$ cat src/dmc_settings.svh
// DMC channel settings
`ifndef DMC_SETTINGS_SVH
`define DMC_SETTINGS_SVH

// Datapath widths
`define DMC_ADDR_W     16     // Memory address
`define DMC_LEN_W      12     // Bytes remaining
`define DMC_LEVEL_W    7      // DAC level
`define DMC_PERIOD_W   9      // Rate timer

// Sample address rules
`define DMC_ADDR_BASE  16'hC000   // Start of sample area
`define DMC_ADDR_STEP  64         // Per unit of the address byte
`define DMC_ADDR_WRAP  16'h8000   // Address that follows FFFF

// Sample length rule
`define DMC_LEN_STEP   16         // Per unit of the length byte plus one

`endif

$ cat src/dmc_pkg.sv
// DMC channel types
`include "dmc_settings.svh"

package dmc_pkg;

	// Channel register offsets
	typedef enum logic [2:0] {
		off_ctrl   = 3'd0,   // Rate, loop, irq enable
		off_level  = 3'd1,   // Direct level load
		off_addr   = 3'd2,   // Sample start address
		off_len    = 3'd3,   // Sample length
		off_status = 3'd5    // Enable and irq acknowledge
	} dmc_reg_e;

	typedef logic [3:0]                 rate_idx_t;
	typedef logic [`DMC_PERIOD_W-1:0]   period_t;
	typedef logic [`DMC_ADDR_W-1:0]     addr_t;
	typedef logic [`DMC_LEN_W-1:0]      len_t;
	typedef logic [`DMC_LEVEL_W-1:0]    level_t;
	typedef logic [7:0]                 byte_t;

	// Bit periods in aclk cycles per rate select
	localparam period_t dmc_period_table [16] = '{
		214, 190, 170, 160,
		143, 127, 113, 107,
		95,  80,  71,  64,
		53,  42,  36,  27
	};

endpackage

$ cat src/dmc_reg_if.sv
// DMC configuration interface
interface dmc_reg_if;
	import dmc_pkg::*;

	rate_idx_t rate_idx;     // Bit rate select
	logic      loop_en;      // Restart at end of sample
	logic      irq_en;       // End of sample raises irq
	addr_t     start_addr;
	len_t      start_len;
	logic      enable_wr;    // Status write strobe
	logic      enable_val;
	logic      irq_clr;
	logic      level_wr;     // Level write strobe
	level_t    level_val;

	modport regs (
		output rate_idx, loop_en, irq_en, start_addr, start_len,
		output enable_wr, enable_val, irq_clr, level_wr, level_val
	);

	modport fetch (
		input loop_en, irq_en, start_addr, start_len,
		input enable_wr, enable_val, irq_clr
	);

	// Output unit only needs the rate and the level override
	modport out (
		input rate_idx, level_wr, level_val
	);

endinterface

$ cat src/dmc_sample_if.sv
// DMC sample byte interface
interface dmc_sample_if;
	import dmc_pkg::*;

	logic  fill;        // One cycle, from the fetcher
	byte_t fill_data;
	logic  full;        // Buffer holds a byte
	byte_t held;
	logic  take;        // One cycle, from the output unit

	modport fetch (
		output fill, fill_data,
		input  full
	);

	modport buffer (
		input  fill, fill_data, take,
		output full, held
	);

	modport out (
		input  full, held,
		output take
	);

endinterface

$ cat src/dmc_regs.sv
// DMC register block
`include "dmc_settings.svh"

module dmc_regs (
	input  logic              aclk,
	input  logic              rst,
	input  logic              reg_wr,
	input  dmc_pkg::dmc_reg_e reg_addr,
	input  dmc_pkg::byte_t    reg_wdata,
	dmc_reg_if.regs           cfg
);
	import dmc_pkg::*;

	rate_idx_t rate_q;
	logic      loop_q;
	logic      irq_en_q;
	byte_t     addr_q;     // Address byte as written
	byte_t     len_q;      // Length byte as written
	logic      wr_ctrl;
	logic      wr_level;
	logic      wr_addr;
	logic      wr_len;
	logic      wr_status;

	assign wr_ctrl   = reg_wr && (reg_addr == off_ctrl);
	assign wr_level  = reg_wr && (reg_addr == off_level);
	assign wr_addr   = reg_wr && (reg_addr == off_addr);
	assign wr_len    = reg_wr && (reg_addr == off_len);
	assign wr_status = reg_wr && (reg_addr == off_status);

	always_ff @(posedge aclk) begin
		if (rst) begin
			rate_q   <= '0;
			loop_q   <= 1'b0;
			irq_en_q <= 1'b0;
			addr_q   <= '0;
			len_q    <= '0;
		end else begin
			if (wr_ctrl) begin
				rate_q   <= reg_wdata[3:0];
				loop_q   <= reg_wdata[6];
				irq_en_q <= reg_wdata[7];
			end
			if (wr_addr)
				addr_q <= reg_wdata;
			if (wr_len)
				len_q <= reg_wdata;
		end
	end

	assign cfg.rate_idx   = rate_q;
	assign cfg.loop_en    = loop_q;
	assign cfg.irq_en     = irq_en_q;
	assign cfg.start_addr = addr_t'(`DMC_ADDR_BASE) + addr_t'(addr_q) * addr_t'(`DMC_ADDR_STEP);
	assign cfg.start_len  = len_t'(len_q) * len_t'(`DMC_LEN_STEP) + len_t'(1);

	// Strobes act on the same edge in the fetcher and output unit
	assign cfg.enable_wr  = wr_status;
	assign cfg.enable_val = reg_wdata[4];
	assign cfg.irq_clr    = wr_status || (wr_ctrl && !reg_wdata[7]);   // Ack or irq disabled
	assign cfg.level_wr   = wr_level;
	assign cfg.level_val  = reg_wdata[6:0];

endmodule

$ cat src/dmc_fetch.sv
// DMC sample fetcher
`include "dmc_settings.svh"

module dmc_fetch (
	input  logic            aclk,
	input  logic            rst,
	dmc_reg_if.fetch        cfg,
	dmc_sample_if.fetch     smp,
	output logic            dma_req,
	output dmc_pkg::addr_t  dma_addr,
	input  logic            dma_ack,
	input  dmc_pkg::byte_t  dma_rdata,
	output logic            irq,
	output logic            dmc_active
);
	import dmc_pkg::*;

	addr_t cur_addr;       // Next byte to read
	addr_t req_addr;       // Frozen while a request is open
	len_t  count;          // Bytes remaining
	logic  req_q;
	logic  irq_q;
	logic  fill_q;
	byte_t fill_data_q;
	logic  got_byte;
	logic  stop;
	logic  start;
	logic  step;
	logic  last;
	addr_t next_addr;

	assign got_byte  = req_q && dma_ack;
	assign stop      = cfg.enable_wr && !cfg.enable_val;
	assign start     = cfg.enable_wr && cfg.enable_val && (count == '0);   // Restart only when idle
	assign step      = got_byte && (count != '0) && !stop;
	assign last      = step && (count == len_t'(1));
	assign next_addr = (cur_addr == '1) ? addr_t'(`DMC_ADDR_WRAP) : cur_addr + addr_t'(1);

	// A new request waits until the last byte has landed in the buffer
	always_ff @(posedge aclk) begin
		if (rst)
			req_q <= 1'b0;
		else if (got_byte)
			req_q <= 1'b0;
		else if (!req_q && (count != '0) && !smp.full && !fill_q)
			req_q <= 1'b1;
	end

	always_ff @(posedge aclk) begin
		if (!req_q)
			req_addr <= cur_addr;   // Captured on the edge that raises the request
	end

	always_ff @(posedge aclk) begin
		if (rst) begin
			cur_addr <= '0;
			count    <= '0;
		end else if (stop) begin
			count <= '0;
		end else if (start) begin
			cur_addr <= cfg.start_addr;
			count    <= cfg.start_len;
		end else if (last && cfg.loop_en) begin
			cur_addr <= cfg.start_addr;   // Loop back to the sample start
			count    <= cfg.start_len;
		end else if (step) begin
			cur_addr <= next_addr;
			count    <= count - len_t'(1);
		end
	end

	always_ff @(posedge aclk) begin
		if (rst)
			irq_q <= 1'b0;
		else if (cfg.irq_clr)
			irq_q <= 1'b0;
		else if (last && !cfg.loop_en && cfg.irq_en)
			irq_q <= 1'b1;
	end

	always_ff @(posedge aclk) begin
		if (rst)
			fill_q <= 1'b0;
		else
			fill_q <= got_byte;   // Fill one cycle after the ack
	end

	always_ff @(posedge aclk) begin
		if (got_byte)
			fill_data_q <= dma_rdata;
	end

	assign smp.fill      = fill_q;
	assign smp.fill_data = fill_data_q;
	assign dma_req       = req_q;
	assign dma_addr      = req_addr;
	assign irq           = irq_q;
	assign dmc_active    = (count != '0);

endmodule

$ cat src/dmc_sample_buffer.sv
// DMC one-byte sample buffer
module dmc_sample_buffer (
	input  logic          aclk,
	input  logic          rst,
	dmc_sample_if.buffer  smp
);

	logic load;

	// Fill is refused while full, so a take in that cycle wins
	assign load = smp.fill && !smp.full;

	always_ff @(posedge aclk) begin
		if (rst)
			smp.full <= 1'b0;
		else if (load)
			smp.full <= 1'b1;
		else if (smp.take)
			smp.full <= 1'b0;   // Byte moved into the shifter
	end

	always_ff @(posedge aclk) begin
		if (load)
			smp.held <= smp.fill_data;
	end

endmodule

$ cat src/dmc_output.sv
// DMC output unit
module dmc_output (
	input  logic            aclk,
	input  logic            rst,
	dmc_reg_if.out          cfg,
	dmc_sample_if.out       smp,
	output dmc_pkg::level_t dmc_out
);
	import dmc_pkg::*;

	period_t    timer;        // Cycles left in the current bit
	logic       tick;
	logic [2:0] bit_cnt;
	byte_t      shifter;
	logic       silent;       // No byte for this round of 8 bits
	level_t     level;
	logic       byte_end;
	logic       do_step;

	assign tick     = (timer == '0);
	assign byte_end = tick && (bit_cnt == 3'd7);
	assign do_step  = tick && !silent;
	assign smp.take = byte_end && smp.full;

	always_ff @(posedge aclk) begin
		if (rst)
			timer <= '0;
		else if (tick)
			timer <= dmc_period_table[cfg.rate_idx] - period_t'(1);
		else
			timer <= timer - period_t'(1);
	end

	always_ff @(posedge aclk) begin
		if (rst) begin
			bit_cnt <= '0;
			silent  <= 1'b1;
		end else if (tick) begin
			bit_cnt <= bit_cnt + 3'd1;   // Wraps after the eighth bit
			if (byte_end)
				silent <= !smp.full;
		end
	end

	always_ff @(posedge aclk) begin
		if (smp.take)
			shifter <= smp.held;
		else if (tick)
			shifter <= {1'b0, shifter[7:1]};   // LSB first
	end

	// Delta counter clamped so a step never wraps
	always_ff @(posedge aclk) begin
		if (rst) begin
			level <= '0;
		end else if (cfg.level_wr) begin
			level <= cfg.level_val;
		end else if (do_step) begin
			if (shifter[0]) begin
				if (level <= level_t'(125))
					level <= level + level_t'(2);
			end else if (level >= level_t'(2)) begin
				level <= level - level_t'(2);
			end
		end
	end

	assign dmc_out = level;

endmodule

$ cat src/dmc_channel.sv
// DMC sample channel top
module dmc_channel (
	input  logic              aclk,
	input  logic              rst,
	input  logic              reg_wr,       // One-cycle write strobe
	input  dmc_pkg::dmc_reg_e reg_addr,
	input  dmc_pkg::byte_t    reg_wdata,
	output logic              dma_req,      // Held until dma_ack
	output dmc_pkg::addr_t    dma_addr,
	input  logic              dma_ack,
	input  dmc_pkg::byte_t    dma_rdata,    // Valid with dma_ack
	output dmc_pkg::level_t   dmc_out,
	output logic              irq,
	output logic              dmc_active
);

	dmc_reg_if    cfg_if ();
	dmc_sample_if smp_if ();

	dmc_regs u_regs (
		.aclk      (aclk),
		.rst       (rst),
		.reg_wr    (reg_wr),
		.reg_addr  (reg_addr),
		.reg_wdata (reg_wdata),
		.cfg       (cfg_if.regs)
	);

	dmc_fetch u_fetch (
		.aclk       (aclk),
		.rst        (rst),
		.cfg        (cfg_if.fetch),
		.smp        (smp_if.fetch),
		.dma_req    (dma_req),
		.dma_addr   (dma_addr),
		.dma_ack    (dma_ack),
		.dma_rdata  (dma_rdata),
		.irq        (irq),
		.dmc_active (dmc_active)
	);

	dmc_sample_buffer u_buffer (
		.aclk (aclk),
		.rst  (rst),
		.smp  (smp_if.buffer)
	);

	dmc_output u_output (
		.aclk    (aclk),
		.rst     (rst),
		.cfg     (cfg_if.out),
		.smp     (smp_if.out),
		.dmc_out (dmc_out)
	);

endmodule

$ cat config.mk
export PLATFORM = sky130hd
export DESIGN_NAME = dmc_channel
export DESIGN_NICKNAME = d
export VERILOG_FILES = /design/src/dmc_pkg.sv /design/src/dmc_reg_if.sv /design/src/dmc_sample_if.sv /design/src/dmc_regs.sv /design/src/dmc_fetch.sv /design/src/dmc_sample_buffer.sv /design/src/dmc_output.sv /design/src/dmc_channel.sv
export VERILOG_INCLUDE_DIRS = /design/src
export SDC_FILE = /design/constraint.sdc
export NUM_CORES = 1
export LEC_CHECK = 0
export BUFFER_PORTS_ARGS = -buffer_cell sky130_fd_sc_hd__buf_2
export CAP_MARGIN = 10
export CORE_ASPECT_RATIO = 1.2
export CORE_UTILIZATION = 60
export DETAILED_ROUTE_END_ITERATION = 16
export PLACE_DENSITY = 0.85
export RECOVER_POWER = 100
export SLEW_MARGIN = 25
export SYNTH_ARGS = -nofsm -noshare
export SYNTH_HDL_FRONTEND = slang
export SYNTH_SLANG_ARGS = --single-unit
$ cat constraint.sdc
create_clock -name aclk -period 5.25 [get_ports aclk]
set_input_delay 0.525 -clock aclk [delete_from_list [all_inputs] [get_ports aclk]]
set_output_delay 0.525 -clock aclk [all_outputs]
set_load 0.1 [all_outputs]
## Word level (Yosys, flattened, before mapping)

Memory sizes are Yosys's and may differ from the RTL's.
Index checks and enable logic that the tools add are counted.

| word-level totals | value |
|---|---|
| bits in registers | 114 |
| bits in read-only memories | 144 |
| bits of input ports | 23 |
| output and inout bits | 26 |
| logic and storage cells | 108 |
| memories | 1 |

| cells by class | value |
|---|---|
| add/sub/neg operators | 9 |
| order comparisons | 3 |
| eq/ne operators | 8 |
| multiplexer cells | 19 |
| bitwise logic cells | 2 |
| reductions and logical operators | 47 |

Memory list:

| memory | words | width | rd ports | clocked after Yosys merged registers in | write ports | RTL line | source |
|---|---|---|---|---|---|---|---|
| (no name shown) | 16 | 9 | 1 | 0 | 0 | dmc_output.sv:29 | `timer <= dmc_period_table[cfg.rate_idx] - period_t'(1);` |

Operators with widths:

| cell | count |
|---|---|
| $mux W16 | 4 |
| $mux W12 | 3 |
| $mux W7 | 5 |
| $mux W9 | 3 |
| $logic_and A1 B1 Y1 | 23 |
| $sub A9 B1 Y9 const B | 2 |
| $add A15 B15 Y16 const A | 1 |
| $add A16 B1 Y16 const B | 1 |
| $eq A16 B16 Y1 const B | 1 |
| $mux W8 | 2 |
| $add A12 B1 Y12 const B | 1 |
| $eq A12 B1 Y1 const B | 1 |
| $logic_not A12 Y1 | 1 |
| $reduce_bool A12 Y1 | 1 |
| $sub A12 B1 Y12 const B | 1 |
| $logic_not A9 Y1 | 1 |
| $logic_not A1 Y1 | 8 |
| $add A7 B2 Y7 const B | 1 |
| $ge A7 B2 Y1 const B | 1 |
| $le A7 B7 Y1 const B | 1 |
| $sub A7 B2 Y7 const B | 1 |
| $eq A3 B2 Y1 const B | 2 |
| $eq A3 B3 Y1 const B | 2 |
| $reduce_bool A2 Y1 | 3 |
| other kinds (13) | 18 |

## Logic depth before layout (Yosys ltp)

Gate-level depths: netlist (run 1).

| logic depth | value |
|---|---|
| word-level depth | 9 |
| depth in mapped cells | 10 |
| depth with buffers taken out | 10 |

## Cells and area by module

From an unflattened synthesis (run 1), not the netlist that was laid out.

| second synthesis, totals | value |
|---|---|
| cell total of the unflattened synthesis | 606 |
| area, all modules | 6012.0 µm² |

By module, submodules not included:

| module | times used | cells an instance | area each (µm²) | sequential area each (µm²) |
|---|---|---|---|---|
| dmc_fetch | 1 | 271 | 2680.1 | 1341.3 |
| dmc_output | 1 | 213 | 1939.4 | 640.6 |
| dmc_regs | 1 | 110 | 1112.3 | 440.4 |
| dmc_sample_buffer | 1 | 12 | 280.3 | 260.2 |

## Worst setup path before layout (run 1)

No wires, ideal clock.

| timing | value |
|---|---|
| path type | register -> register |
| from | register u_fetch.req_q, in the netlist u_fetch.dma_req |
| to | register u_fetch.count[5] |
| library setup time | 117 ps |
| arrival time | 2710 ps |
| required time | 5133 ps |
| setup slack | 2422 ps |
| stages on the path, launching flop included | 8 |
| buffers on the path | 1 |
| clock period less this slack | 2828 ps |
| path through | dfxtp_1 > nand2_1 > inv_1 > a32o_1 > clkbuf_1 > nand2_1 > mux2_1 > a32o_1 |

| between the ends | value |
|---|---|
| cells in the longest elaborated chain, start to end | 7 |
| elaborated cells between the ends (all ways) | 8 |
| those cells by class | 2 x mux; 6 x reduce/logical |

RTL lines:

| what | RTL line | source |
|---|---|---|
| start: declaration | dmc_fetch.sv:21 | `logic req_q;` |
| start signal: assignment | dmc_fetch.sv:42 | `req_q <= 1'b0;` |
| start signal: assignment | dmc_fetch.sv:44 | `req_q <= 1'b0;` |
| start signal: assignment | dmc_fetch.sv:46 | `req_q <= 1'b1;` |
| $logic_and A1 B1 Y1 * | dmc_fetch.sv:32 | `assign got_byte = req_q && dma_ack;` |
| via u_fetch.got_byte | dmc_fetch.sv:25 | `logic got_byte;` |
| $logic_and A1 B1 Y1 * (2 in series) | dmc_fetch.sv:35 | `assign step = got_byte && (count != '0) && !stop;` |
| $logic_and A1 B1 Y1 | dmc_fetch.sv:36 | `assign last = step && (count == len_t'(1));` |
| $logic_and A1 B1 Y1 | dmc_fetch.sv:63 | `end else if (last && cfg.loop_en) begin` |
| $mux W12 | dmc_fetch.sv:63 |  |
| $mux W12 | dmc_fetch.sv:60 | `end else if (start) begin` |
| end signal: assignment | dmc_fetch.sv:62 | `count <= cfg.start_len;` |
| end signal: assignment | dmc_fetch.sv:65 | `count <= cfg.start_len;` |
| end signal: assignment | dmc_fetch.sv:68 | `count <= count - len_t'(1);` |
| end: declaration | dmc_fetch.sv:20 | `len_t count;` |

Mark *: on every way through the listed nets, which the timed path passes. The rest lies on a longest branch.
A chain may end at the register's enable or synchronous reset.

==> impl_metrics.csv, run 1 <==
group,metric,value,unit
status,outcome,"finished with violations",
status,failing_checks,"max-capacitance violations, max-slew violations",
routing,finalWirelength,12500,um
floorplan,design.die.area,9460,sq um
worst_setup_path,critical_path.top_delay_family,"buffers and inverters",
sta,setup_tns,0,ps
global_route,globalRouteMet2Util,47.9,%
cells_and_area,final_core_utilization,72.7,%
placement,dpl.hpwl,8270,um
routing,num_vias,4481,
global_route,grt.overflow.total,0,
clock_network,later_pin_clock_latency_in_the_skew_report,520,ps
job,max_cap_check_violation_count,1,
cells_and_area,fillers,632,
global_route,grt.met1_usage,33.9,%
worst_hold_path,worst_hold_path.num_cells,1,
worst_setup_path,worst-endpoint-required,5540,ps
clock_network,cts.hold.buffers_added,0,
worst_setup_path,setup.worst_path.end_class,"flop",
global_route,grt_antenna_before_repair,0,
floorplan,chipWidth,88.9,um
worst_setup_path,arrival,3980,ps
cells_and_area,fin_nets,633,
clock_network,cts_num_sinks,114,
worst_setup_path,cp_cell_sequence,"buf_2 -> clkbuf_1 -> nor2b_1 -> nand2_1 -> o32ai_1",
clock_network,cts_buffer_count,17,
worst_hold_path,min-delay-start,"dma_rdata[7]",
placement,final_wtd_congestion,0.869,
global_route,grt_first_pass_wirelength,20700,um
routing,antenna_nets_post_route,0,
floorplan,die_height,106,um
clock_network,cts.path.max_buffers,2,
sta,max_freq,0.271,GHz
worst_setup_path,critPathBufInv,2,
worst_setup_path,timing.reg2reg.setup_slack,1920,ps
sta,min_period,3690,ps
sta,hold-worst-slack,179,ps
synthesis,yosysWarningCount,0,
worst_hold_path,holdCritPathClass,"in2reg",
routing,drcViolationCount,0,
pwr,pwr_density_cell,584,nW/um^2
synthesis,synth_commonest_cells,"sky130_fd_sc_hd__dfxtp_1, sky130_fd_sc_hd__nand2_1, sky130_fd_sc_hd__nor2_1",
worst_setup_path,timing.critical_path.slowest_stage_cell,"sky130_fd_sc_hd__clkbuf_1",
global_route,track_usage,28.7,%
placement,placed_area,5730,sq um
worst_setup_path,timing_worst_setup_path_type,"in2reg",
pwr,power.ir.vdd_worst,493,uV
worst_setup_path,crit-reg2reg-capture,"u_output.shifter[5]",
cells_and_area,num_antenna_cells,0,
worst_setup_path,worstSetupStartpointType,"input pin",
worst_setup_path,cells_on_worst_reg2reg_path,5,
synthesis,most_used_flip_flop_cell_after_synthesis,"sky130_fd_sc_hd__dfxtp_1",
routing,routed_wire_per_std_cell,17.2,um
placement,place.port_buffers,48,
synthesis,yosys.area.top_type,"sky130_fd_sc_hd__dfxtp_1",
cells_and_area,area_growth,16.2,%
worst_setup_path,r2r_start,"u_output.timer[5]",
clock_network,clock_tree_from_tritoncts,"done",
synthesis,synth_cell_types,69,
sta,worst_clock_skew,5.88,ps
floorplan,placeable_area,8700,sq um
clock_network,number_of_h_tree_branching_levels,4,
floorplan,initial_cell_density_of_the_core,62.5,%
routing,dr.pass1.iters,5,
global_route,busiest_layer,"met2",
synthesis,synth_edf_count,40,
clock_network,post_cts.resized_instances,0,
worst_hold_path,timing.hold.worst_endpoint,"u_fetch.smp.fill_data[7]",
synthesis,synth_area,5440,sq um
synthesis,post_synthesis_mean_instance_area,9.84,sq um
global_route,met3_usage,6.60,%
clock_network,clk_pin_slew_worst_paths,60,ps
synthesis,most_common_cell_in_the_netlist,"sky130_fd_sc_hd__dfxtp_1",
floorplan,core.rowCount,37,
global_route,first_global_vias,4402,
synthesis,mappedNetlistNets,591,
cells_and_area,final_cell_area,6330,sq um
synthesis,register_bit_count_reported_by_yosys,114,
synthesis,post_synth_inst_count,553,
worst_setup_path,worstPathMaxFanout,68,
clock_network,ctsRootBufferMaster,"sky130_fd_sc_hd__clkbuf_8",
synthesis,area_contributors_post_synth,"sky130_fd_sc_hd__dfxtp_1, sky130_fd_sc_hd__edfxtp_1, sky130_fd_sc_hd__a21oi_1",
sta,maxSlewHeadroom,-96.6,%
synthesis,yosysTopAreaCellShare,27.2,%
sta,setup_viol,0,
routing,via_density_per_instance,6.18,
routing,detailed_route_iter0_violations,304,
sta,timing_hold_violations_final,0,
synthesis,ys_seq_area_share,49.3,%
cells_and_area,multi_input_area,2560,sq um
sta,fin_crit_sh,70.4,%
floorplan,num_io_pins,49,
sta,rsz0062_at_grt,"no",
cells_and_area,sequential_cell_area,2680,sq um
worst_setup_path,critical_path.max_stage_delay,2070,ps
global_route,grt_max_degree,69,
synthesis,async_flop_share,0,%
pwr,totalPowerFinal,3.70,mW
clock_network,cts_setup_buffers,0,
sta,actual_transition_at_the_worst_max_transition_pin,2950,ps
pwr,leakage_power_of_the_design,2.31,nW
cells_and_area,post_route_cells_drive_above_1_share,10.9,%
sta,slew_viol_final,69,
power by group:
| group | total (mW) | internal (mW) | switching [mW] | leakage (nW) |
|---|---|---|---|---|
| registers | 1.21 | 1.10 | 0.108 | 0.999 |
| clock network | 1.22 | 0.815 | 0.405 | 0.325 |
| logic | 1.26 | 0.311 | 0.952 | 0.987 |
per-layer routing:
| metal | part of all wire, % | vias up |
|---|---|---|
| li1 | - | 2151 |
| met3 | 5.0 | 41 |
| met1 | 41 | 2122 |
| met5 | 0 | - |
| met2 | 51 | 167 |
| met4 | 3.5 | 0 |
metrics by stage:
stage	std cells	worst slack, ps
6_report	725	1560
3_5_place_dp	693	2250
3_3_place_gp	693	2340
5_1_grt	725	1290
4_1_cts	725	2200
2_1_floorplan	553	2420
logic make-up (layout without fill, tap and decap cells):
group                    Yosys count  in the layout  share of synthesized area [%]
AND/OR/NAND/NOR                  214            214                           21.1
AO/OA/AOI/OAI                    124            124                           15.0
flip-flops                       114            114                           49.3
buffers and inverters             45            100                           3.38
multiplexers                      29             29                           5.84
adder cells (fa/ha/maj)           15             15                           3.45
XOR/XNOR                          12             12                           1.93
final cells by class:
type                    count  area share, %
flip-flops and latches    114           42.4
multi-input cells         394           40.5
clock buffers              23           8.56
repair buffers             51           3.52
well taps                 117           2.31
clock inverters             9           1.72
inverters                  17           1.01
layout by cell type (no fill, tap or decap), types with 5 or more instances in the layout:
cell                         n
sky130_fd_sc_hd__dfxtp_1    74
sky130_fd_sc_hd__nand2_1    54
sky130_fd_sc_hd__nor2_1     45
sky130_fd_sc_hd__a21oi_1    43
sky130_fd_sc_hd__edfxtp_1   40
sky130_fd_sc_hd__clkbuf_1   28
sky130_fd_sc_hd__buf_2      22
sky130_fd_sc_hd__clkbuf_16  20
sky130_fd_sc_hd__nand4_1    18
sky130_fd_sc_hd__inv_1      17
sky130_fd_sc_hd__mux2i_1    16
sky130_fd_sc_hd__nand3_1    16
sky130_fd_sc_hd__ha_1       15
sky130_fd_sc_hd__a211oi_1   14
sky130_fd_sc_hd__nor3_1     14
sky130_fd_sc_hd__mux2_1     11
sky130_fd_sc_hd__o21ai_0     9
sky130_fd_sc_hd__nor2b_1     8
sky130_fd_sc_hd__or3_1       8
sky130_fd_sc_hd__and4_1      8
sky130_fd_sc_hd__and3_1      7
sky130_fd_sc_hd__xor2_1      7
sky130_fd_sc_hd__a31oi_1     6
sky130_fd_sc_hd__a32o_1      6
sky130_fd_sc_hd__o21ai_1     6
sky130_fd_sc_hd__xnor2_1     5
sky130_fd_sc_hd__o22ai_1     5
worst max path at each step:
stage | startpoint | end | slack (ps) | cells past startpoint
6_report | rst | u_fetch.cur_addr[12] | 1560 | 5
5_1_grt | rst | u_fetch.cur_addr[8] | 1290 | 5
4_1_cts | u_output.timer[5] | u_output.shifter[5] | 2200 | 5
3_5_place_dp | u_output.timer[5] | u_output.shifter[3] | 2250 | 5
3_3_place_gp | u_fetch.count[4] | u_fetch.cur_addr[4] | 2340 | 5
2_1_floorplan | u_fetch.dma_req | u_fetch.count[5] | 2420 | 7
flip-flops by register name, summed over array words and instances, names as in the netlist, 7 cells and up:
| register | count |
|---|---|
| u_fetch.cur_addr | 16 |
| u_fetch.dma_addr | 16 |
| u_fetch.count | 12 |
| u_output.timer | 9 |
| u_buffer.smp.held | 8 |
| u_fetch.smp.fill_data | 8 |
| u_output.shifter | 8 |
| u_regs.addr_q | 8 |
| u_regs.len_q | 8 |
| u_output.dmc_out | 7 |
Power figures use the tool's default switching activity.
==> run 2, diff against run 1 <==
Settings changed: CORE_UTILIZATION 60 to 59, PLACE_DENSITY 0.85 to 0.84.
Clock period 5.25 ns to 3.5 ns, I/O delays scaled along.
==> run 2 against run 1 <==
First-iteration DRC count is 44% higher. Cell count is 2.1% higher. Critical endpoint is now u_output.dmc_out[6]. Total power is 49% higher. The run still ends with max-capacitance violations, max-slew violations left. Clock skew is 1.3 ps higher. Clock-buffer cell count is 2 higher.
==> impl_metrics.csv, run 2 (synthesis results as in run 1) <==
group,metric,value,unit
global_route,grt_antenna_before_repair,0,
floorplan,design.die.area,9620,sq um
sta,timing_hold_violations_final,0,
clock_network,clk_pin_slew_worst_paths,60,ps
floorplan,initial_cell_density_of_the_core,60.6,%
sta,setup_tns,0,ps
cells_and_area,final_common_cell,"sky130_fd_sc_hd__dfxtp_1",
clock_network,post_cts.resized_instances,0,
clock_network,number_of_h_tree_branching_levels,4,
routing,dr.pass1.iters,5,
sta,maxSlewHeadroom,-37.3,%
sta,rsz0062_at_grt,"no",
floorplan,placeable_area,8990,sq um
worst_setup_path,worstSetupStartpointType,"flop",
global_route,grt.overflow.total,0,
sta,actual_transition_at_the_worst_max_transition_pin,2060,ps
worst_setup_path,setup.worst_path.end_class,"flop",
clock_network,cts_buffer_count,17,
floorplan,num_io_pins,49,
sta,slew_viol_final,47,
worst_setup_path,arrival,3350,ps
worst_setup_path,critPathBufInv,1,
job,max_cap_check_violation_count,1,
sta,worst_clock_skew,7.15,ps
global_route,track_usage,29.8,%
worst_setup_path,timing.reg2reg.setup_slack,560,ps
placement,place.port_buffers,48,
cells_and_area,fin_nets,645,
worst_setup_path,cells_on_worst_reg2reg_path,6,
worst_setup_path,crit-reg2reg-capture,"u_output.dmc_out[6]",
sta,setup_viol,0,
cells_and_area,num_antenna_cells,0,
worst_setup_path,worst-endpoint-required,3910,ps
worst_hold_path,min-delay-start,"reg_wdata[5]",
worst_setup_path,cp_cell_sequence,"or4_1 -> nor4_4 -> clkbuf_1 -> nand4_1 -> or3_1 -> a311oi_1",
placement,placed_cells,700,
pwr,pwr_density_cell,863,nW/um^2
worst_hold_path,worst_hold_path.num_cells,3,
worst_setup_path,r2r_start,"u_output.timer[5]",
clock_network,cts_num_sinks,114,
pwr,pwr-share-comb,35.3,%
pwr,power_switching_share,40.3,%
pwr,share_seq_of_total_power,33.1,%
cells_and_area,most-common-layout-cells,"sky130_fd_sc_hd__dfxtp_1, sky130_fd_sc_hd__nand2_1, sky130_fd_sc_hd__nor2_1, sky130_fd_sc_hd__a21oi_1, sky130_fd_sc_hd__edfxtp_1",
placement,dpl.hpwl,8520,um
cells_and_area,post_route_cells_drive_above_1_share,10.5,%
routing,detailed_route_iter0_violations,439,
floorplan,chipWidth,89.7,um
floorplan,core.rowCount,38,
clock_network,ctsRootBufferMaster,"sky130_fd_sc_hd__clkbuf_8",
worst_setup_path,critical_path.top_delay_family,"simple AND/OR/NAND/NOR gates",
pwr,power.ir.vdd_worst,821,uV
floorplan,die_height,107,um
sta,min_period,2940,ps
worst_setup_path,worstPathMaxFanout,10,
sta,max_freq,0.340,GHz
status,failing_checks,"max-capacitance violations, max-slew violations",
worst_setup_path,critical_path.max_stage_delay,640,ps
routing,finalWirelength,13400,um
clock_network,clock_tree_from_tritoncts,"done",
routing,num_vias,4653,
pwr,power.net_switching,2.22,mW
global_route,grt_first_pass_wirelength,21400,um
placement,final_wtd_congestion,0.909,
routing,routed_wire_per_std_cell,18.1,um
sta,fin_crit_sh,84.0,%
cells_and_area,area_growth,17.3,%
worst_setup_path,timing_worst_setup_path_type,"reg2reg",
pwr,leakage_power_of_the_design,2.33,nW
routing,via_density_per_instance,6.29,
worst_hold_path,holdCritPathClass,"in2reg",
global_route,grt_max_degree,47,
worst_setup_path,timing.critical_path.slowest_stage_cell,"sky130_fd_sc_hd__or4_1",
clock_network,later_pin_clock_latency_in_the_skew_report,530,ps
placement,post_placement_setup_slack,658,ps
pwr,clock_power_share,31.6,%
routing,antenna_nets_post_route,0,
sta,timing.final.ws_setup,559,ps
clock_network,cts.path.max_buffers,2,
routing,drcViolationCount,0,
cells_and_area,final_cell_count_no_fill,740,
pwr,p_int,3.29,mW
global_route,first_global_vias,4428,
cells_and_area,fillers,638,
worst_hold_path,timing.hold.worst_endpoint,"u_regs.len_q[5]",
status,outcome,"finished with violations",
[run 2: power groups by stage]
stage / logic [mW] / registers (mW) / clock network, mW
floorplan: 1.03 / 2.39 / 0
global placement: 1.89 / 1.82 / 0
detailed placement: 1.96 / 1.84 / 0
CTS: 1.97 / 1.82 / 1.74
global route: 2.08 / 1.85 / 1.81
finish: 1.94 / 1.82 / 1.74
[run 2: routing by layer]
| layer | vias up | share of wire [%] | GRT usage, % |
|---|---|---|---|
| li1 | 2179 | - | - |
| met1 | 2227 | 39 | 35.2 |
| met2 | 199 | 51 | 49.5 |
| met3 | 48 | 6.3 | 7.78 |
| met4 | 0 | 3.6 | 14.6 |
| met5 | - | 0 | 0 |
[run 2: worst max-delay path by stage]
stage | startpoint | end | slack (ps) | cells after the start
2_1_floorplan | u_fetch.dma_req | u_fetch.count[5] | 670 | 7
3_3_place_gp | u_fetch.count[4] | u_fetch.count[6] | 830 | 5
3_5_place_dp | u_fetch.count[4] | u_fetch.cur_addr[15] | 660 | 5
4_1_cts | u_fetch.count[4] | u_fetch.cur_addr[15] | 640 | 5
5_1_grt | u_fetch.count[4] | u_fetch.count[6] | 290 | 5
6_report | u_output.timer[5] | u_output.dmc_out[6] | 560 | 6
[run 2: per-stage QoR]
stage / total power [mW] / area, sq um / utilization, % / hold slack (ps)
after floorplan: 3.42 / 5440 / - / 400
after global placement: 3.71 / 5770 / 64.2 / 401
after detailed placement: 3.79 / 5770 / 64.2 / 405
after CTS: 5.53 / 6440 / 71.7 / 0.944
after global routing: 5.74 / 6390 / 71.1 / 106
final: 5.51 / 6390 / 71.1 / 116
[run 2: worst reg2reg max path: stages, from the launching register on]
cell	delay, ps
sky130_fd_sc_hd__dfxtp_1	320
sky130_fd_sc_hd__or4_1	640
sky130_fd_sc_hd__nor4_4	620
sky130_fd_sc_hd__clkbuf_1	360
sky130_fd_sc_hd__nand4_1	230
sky130_fd_sc_hd__or3_1	400
sky130_fd_sc_hd__a311oi_1	260
[run 2: cell type report]
type | instances | area (sq um) | area share [%]
Clock buffer | 25 | 514 | 8.05
Clock inverter | 7 | 95.1 | 1.49
Inverter | 17 | 63.8 | 0.999
Multi-Input combinational cell | 394 | 2560 | 40.1
Sequential cell | 114 | 2680 | 42.0
Tap cell | 120 | 150 | 2.35
Timing Repair Buffer | 63 | 320 | 5.02
[run 2: timing repair]
action	4_1_cts	5_1_grt
buffers inserted	0	0
hold endpoints to repair	7	1
hold buffers	7	1
==> run 3, diff against run 2 <==
Clock period 3.5 ns to 3 ns, I/O delays scaled along.
==> run 3 against run 2 <==
The flow now finishes without violations. Global-route usage about the same. Cell count increased by 0.68%. Fmax increased by 9.9%. First-iteration DRC count is 37% lower. Die area stayed put. Non-clock buffer count grew 5. Sequential power up 17%. Combinational power up 19%. Critical path depth unchanged. Utilization is 0.18 points higher. Critical endpoint unchanged. Largest cell class unchanged. Largest power group unchanged. Highest routed layer unchanged.
==> impl_metrics.csv, run 3 (synthesis results as in run 1) <==
group,metric,value,unit
cells_and_area,num_antenna_cells,0,
sta,slew_viol_final,0,
global_route,grt_antenna_before_repair,0,
routing,finalWirelength,13200,um
pwr,power.net_switching,2.58,mW
clock_network,cts_buffer_count,17,
cells_and_area,fillers,638,
routing,antenna_nets_post_route,0,
clock_network,cts_num_sinks,114,
floorplan,design.die.area,9620,sq um
routing,drcViolationCount,0,
placement,dpl.hpwl,8740,um
sta,timing_hold_violations_final,0,
cells_and_area,final_common_cell,"sky130_fd_sc_hd__dfxtp_1",
cells_and_area,most-common-layout-cells,"sky130_fd_sc_hd__dfxtp_1, sky130_fd_sc_hd__nand2_1, sky130_fd_sc_hd__nor2_1, sky130_fd_sc_hd__a21oi_1, sky130_fd_sc_hd__edfxtp_1",
pwr,pwr-share-comb,35.8,%
sta,maxSlewHeadroom,19.0,%
routing,detailed_route_iter0_violations,276,
worst_setup_path,timing.critical_path.slowest_stage_cell,"sky130_fd_sc_hd__or4_1",
global_route,grt.overflow.total,0,
routing,routed_wire_per_std_cell,17.8,um
cells_and_area,final_core_utilization,71.2,%
cells_and_area,area_growth,17.6,%
clock_network,ctsRootBufferMaster,"sky130_fd_sc_hd__clkbuf_8",
worst_hold_path,timing.hold.worst_endpoint,"u_fetch.dma_req",
worst_setup_path,start_point_of_the_critical_path,"u_output.timer[5]",
global_route,first_global_vias,4579,
floorplan,die_height,107,um
worst_setup_path,cells_on_worst_reg2reg_path,6,
worst_setup_path,worst-endpoint-required,3430,ps
floorplan,placeable_area,8990,sq um
sta,fin_crit_sh,89.2,%
floorplan,chipWidth,89.7,um
clock_network,clock_tree_from_tritoncts,"done",
placement,final_wtd_congestion,0.879,
worst_setup_path,critical_path.top_delay_family,"simple AND/OR/NAND/NOR gates",
pwr,clock_power_share,31.2,%
sta,rsz0062_at_grt,"no",
global_route,track_usage,29.9,%
floorplan,num_io_pins,49,
worst_setup_path,timing_worst_setup_path_type,"reg2reg",
global_route,grt_max_degree,42,
worst_setup_path,timing.reg2reg.setup_slack,320,ps
clock_network,cts.path.max_buffers,2,
sta,min_period,2680,ps
worst_setup_path,r2r_start,"u_output.timer[5]",
worst_setup_path,cp_cell_sequence,"or4_1 -> nor4_4 -> buf_4 -> nand4_1 -> or3_1 -> a311oi_1",
worst_setup_path,critPathBufInv,1,
pwr,leakage_power_of_the_design,2.34,nW
floorplan,initial_cell_density_of_the_core,60.6,%
clock_network,clk_pin_slew_worst_paths,60,ps
pwr,share_seq_of_total_power,33.0,%
sta,worst_clock_skew,4.92,ps
worst_setup_path,critical_path.max_stage_delay,650,ps
job,max_cap_check_violation_count,0,
pwr,pwr_density_cell,1010,nW/um^2
pwr,totalPowerFinal,6.44,mW
worst_setup_path,worstSetupStartpointType,"flop",
global_route,grt_first_pass_wirelength,21800,um
cells_and_area,fin_nets,650,
worst_setup_path,worstPathMaxFanout,9,
placement,post_placement_setup_slack,429,ps
clock_network,later_pin_clock_latency_in_the_skew_report,530,ps
worst_hold_path,min-delay-start,"dma_ack",
clock_network,number_of_h_tree_branching_levels,4,
pwr,power_switching_share,40.0,%
worst_hold_path,worst_hold_path.num_cells,3,
routing,num_vias,4649,
placement,place.port_buffers,48,
pwr,p_int,3.86,mW
sta,hold-worst-slack,55.2,ps
sta,max_freq,0.374,GHz
sta,setup_tns,0,ps
sta,timing.final.ws_setup,325,ps
sta,setup_viol,0,
worst_setup_path,setup.worst_path.end_class,"flop",
pwr,power.ir.vdd_worst,897,uV
routing,dr.pass1.iters,5,
worst_hold_path,holdCritPathClass,"in2reg",
sta,actual_transition_at_the_worst_max_transition_pin,1220,ps
cells_and_area,post_route_cells_drive_above_1_share,11.0,%
status,outcome,"complete, no violations",
worst_setup_path,arrival,3100,ps
worst_setup_path,critical_path_depth,6,
routing,via_density_per_instance,6.24,
worst_setup_path,crit-reg2reg-capture,"u_output.dmc_out[6]",
floorplan,core.rowCount,38,
==> run 3: final cells by class <==
type | instances | area, sq um | share of cell area (%)
Multi-Input combinational cell | 394 | 2560 | 40.0
Clock inverter | 13 | 166 | 2.60
Timing Repair Buffer | 68 | 358 | 5.59
Clock buffer | 19 | 422 | 6.59
Inverter | 17 | 63.8 | 0.997
Sequential cell | 114 | 2680 | 41.9
Tap cell | 120 | 150 | 2.35
==> run 3: metrics by stage <==
| step | std cells | area (sq um) |
|---|---|---|
| finish | 745 | 6400 |
| global route | 745 | 6400 |
| CTS | 745 | 6470 |
| detailed placement | 705 | 5800 |
| global placement | 705 | 5800 |
| floorplan | 553 | 5440 |
==> run 3: worst min-delay path: stages <==
cell and delay [ps]:
sky130_fd_sc_hd__buf_2 80, sky130_fd_sc_hd__nand2b_1 90, sky130_fd_sc_hd__a21oi_1 50
==> run 3: what timing repair did <==
item                                    4_1_cts  5_1_grt
gates resized for setup                       0        0
hold buffers                                  8        0
endpoints found under the hold margin         8        0
setup buffers                                 0        0
endpoints found under the setup margin        0        0
==> run 3: metal layers <==
| metal | part of all wire, % | vias up | track usage, % |
|---|---|---|---|
| li1 | - | 2184 | - |
| met1 | 40 | 2261 | 34.9 |
| met2 | 52 | 165 | 50.8 |
| met3 | 4.7 | 39 | 7.08 |
| met4 | 3.2 | 0 | 13.9 |
| met5 | 0 | - | 0 |
==> run 3: worst max-delay path by stage <==
stage	to	slack (ps)
6_report	u_output.dmc_out[6]	320
4_1_cts	u_output.timer[7]	380
5_1_grt	u_output.timer[8]	140
3_3_place_gp	u_output.timer[7]	520
3_5_place_dp	u_output.timer[7]	430
2_1_floorplan	u_fetch.count[5]	170
==> run 3: power by group through the flow <==
stage                     Clock [mW]  Sequential [mW]  Combinational [mW]
after floorplan                    0             2.78                1.20
after global placement             0             2.12                2.26
after global routing            2.09             2.16                2.47
after CTS                       2.02             2.12                2.37
final                           2.01             2.13                2.31
after detailed placement           0             2.14                2.34
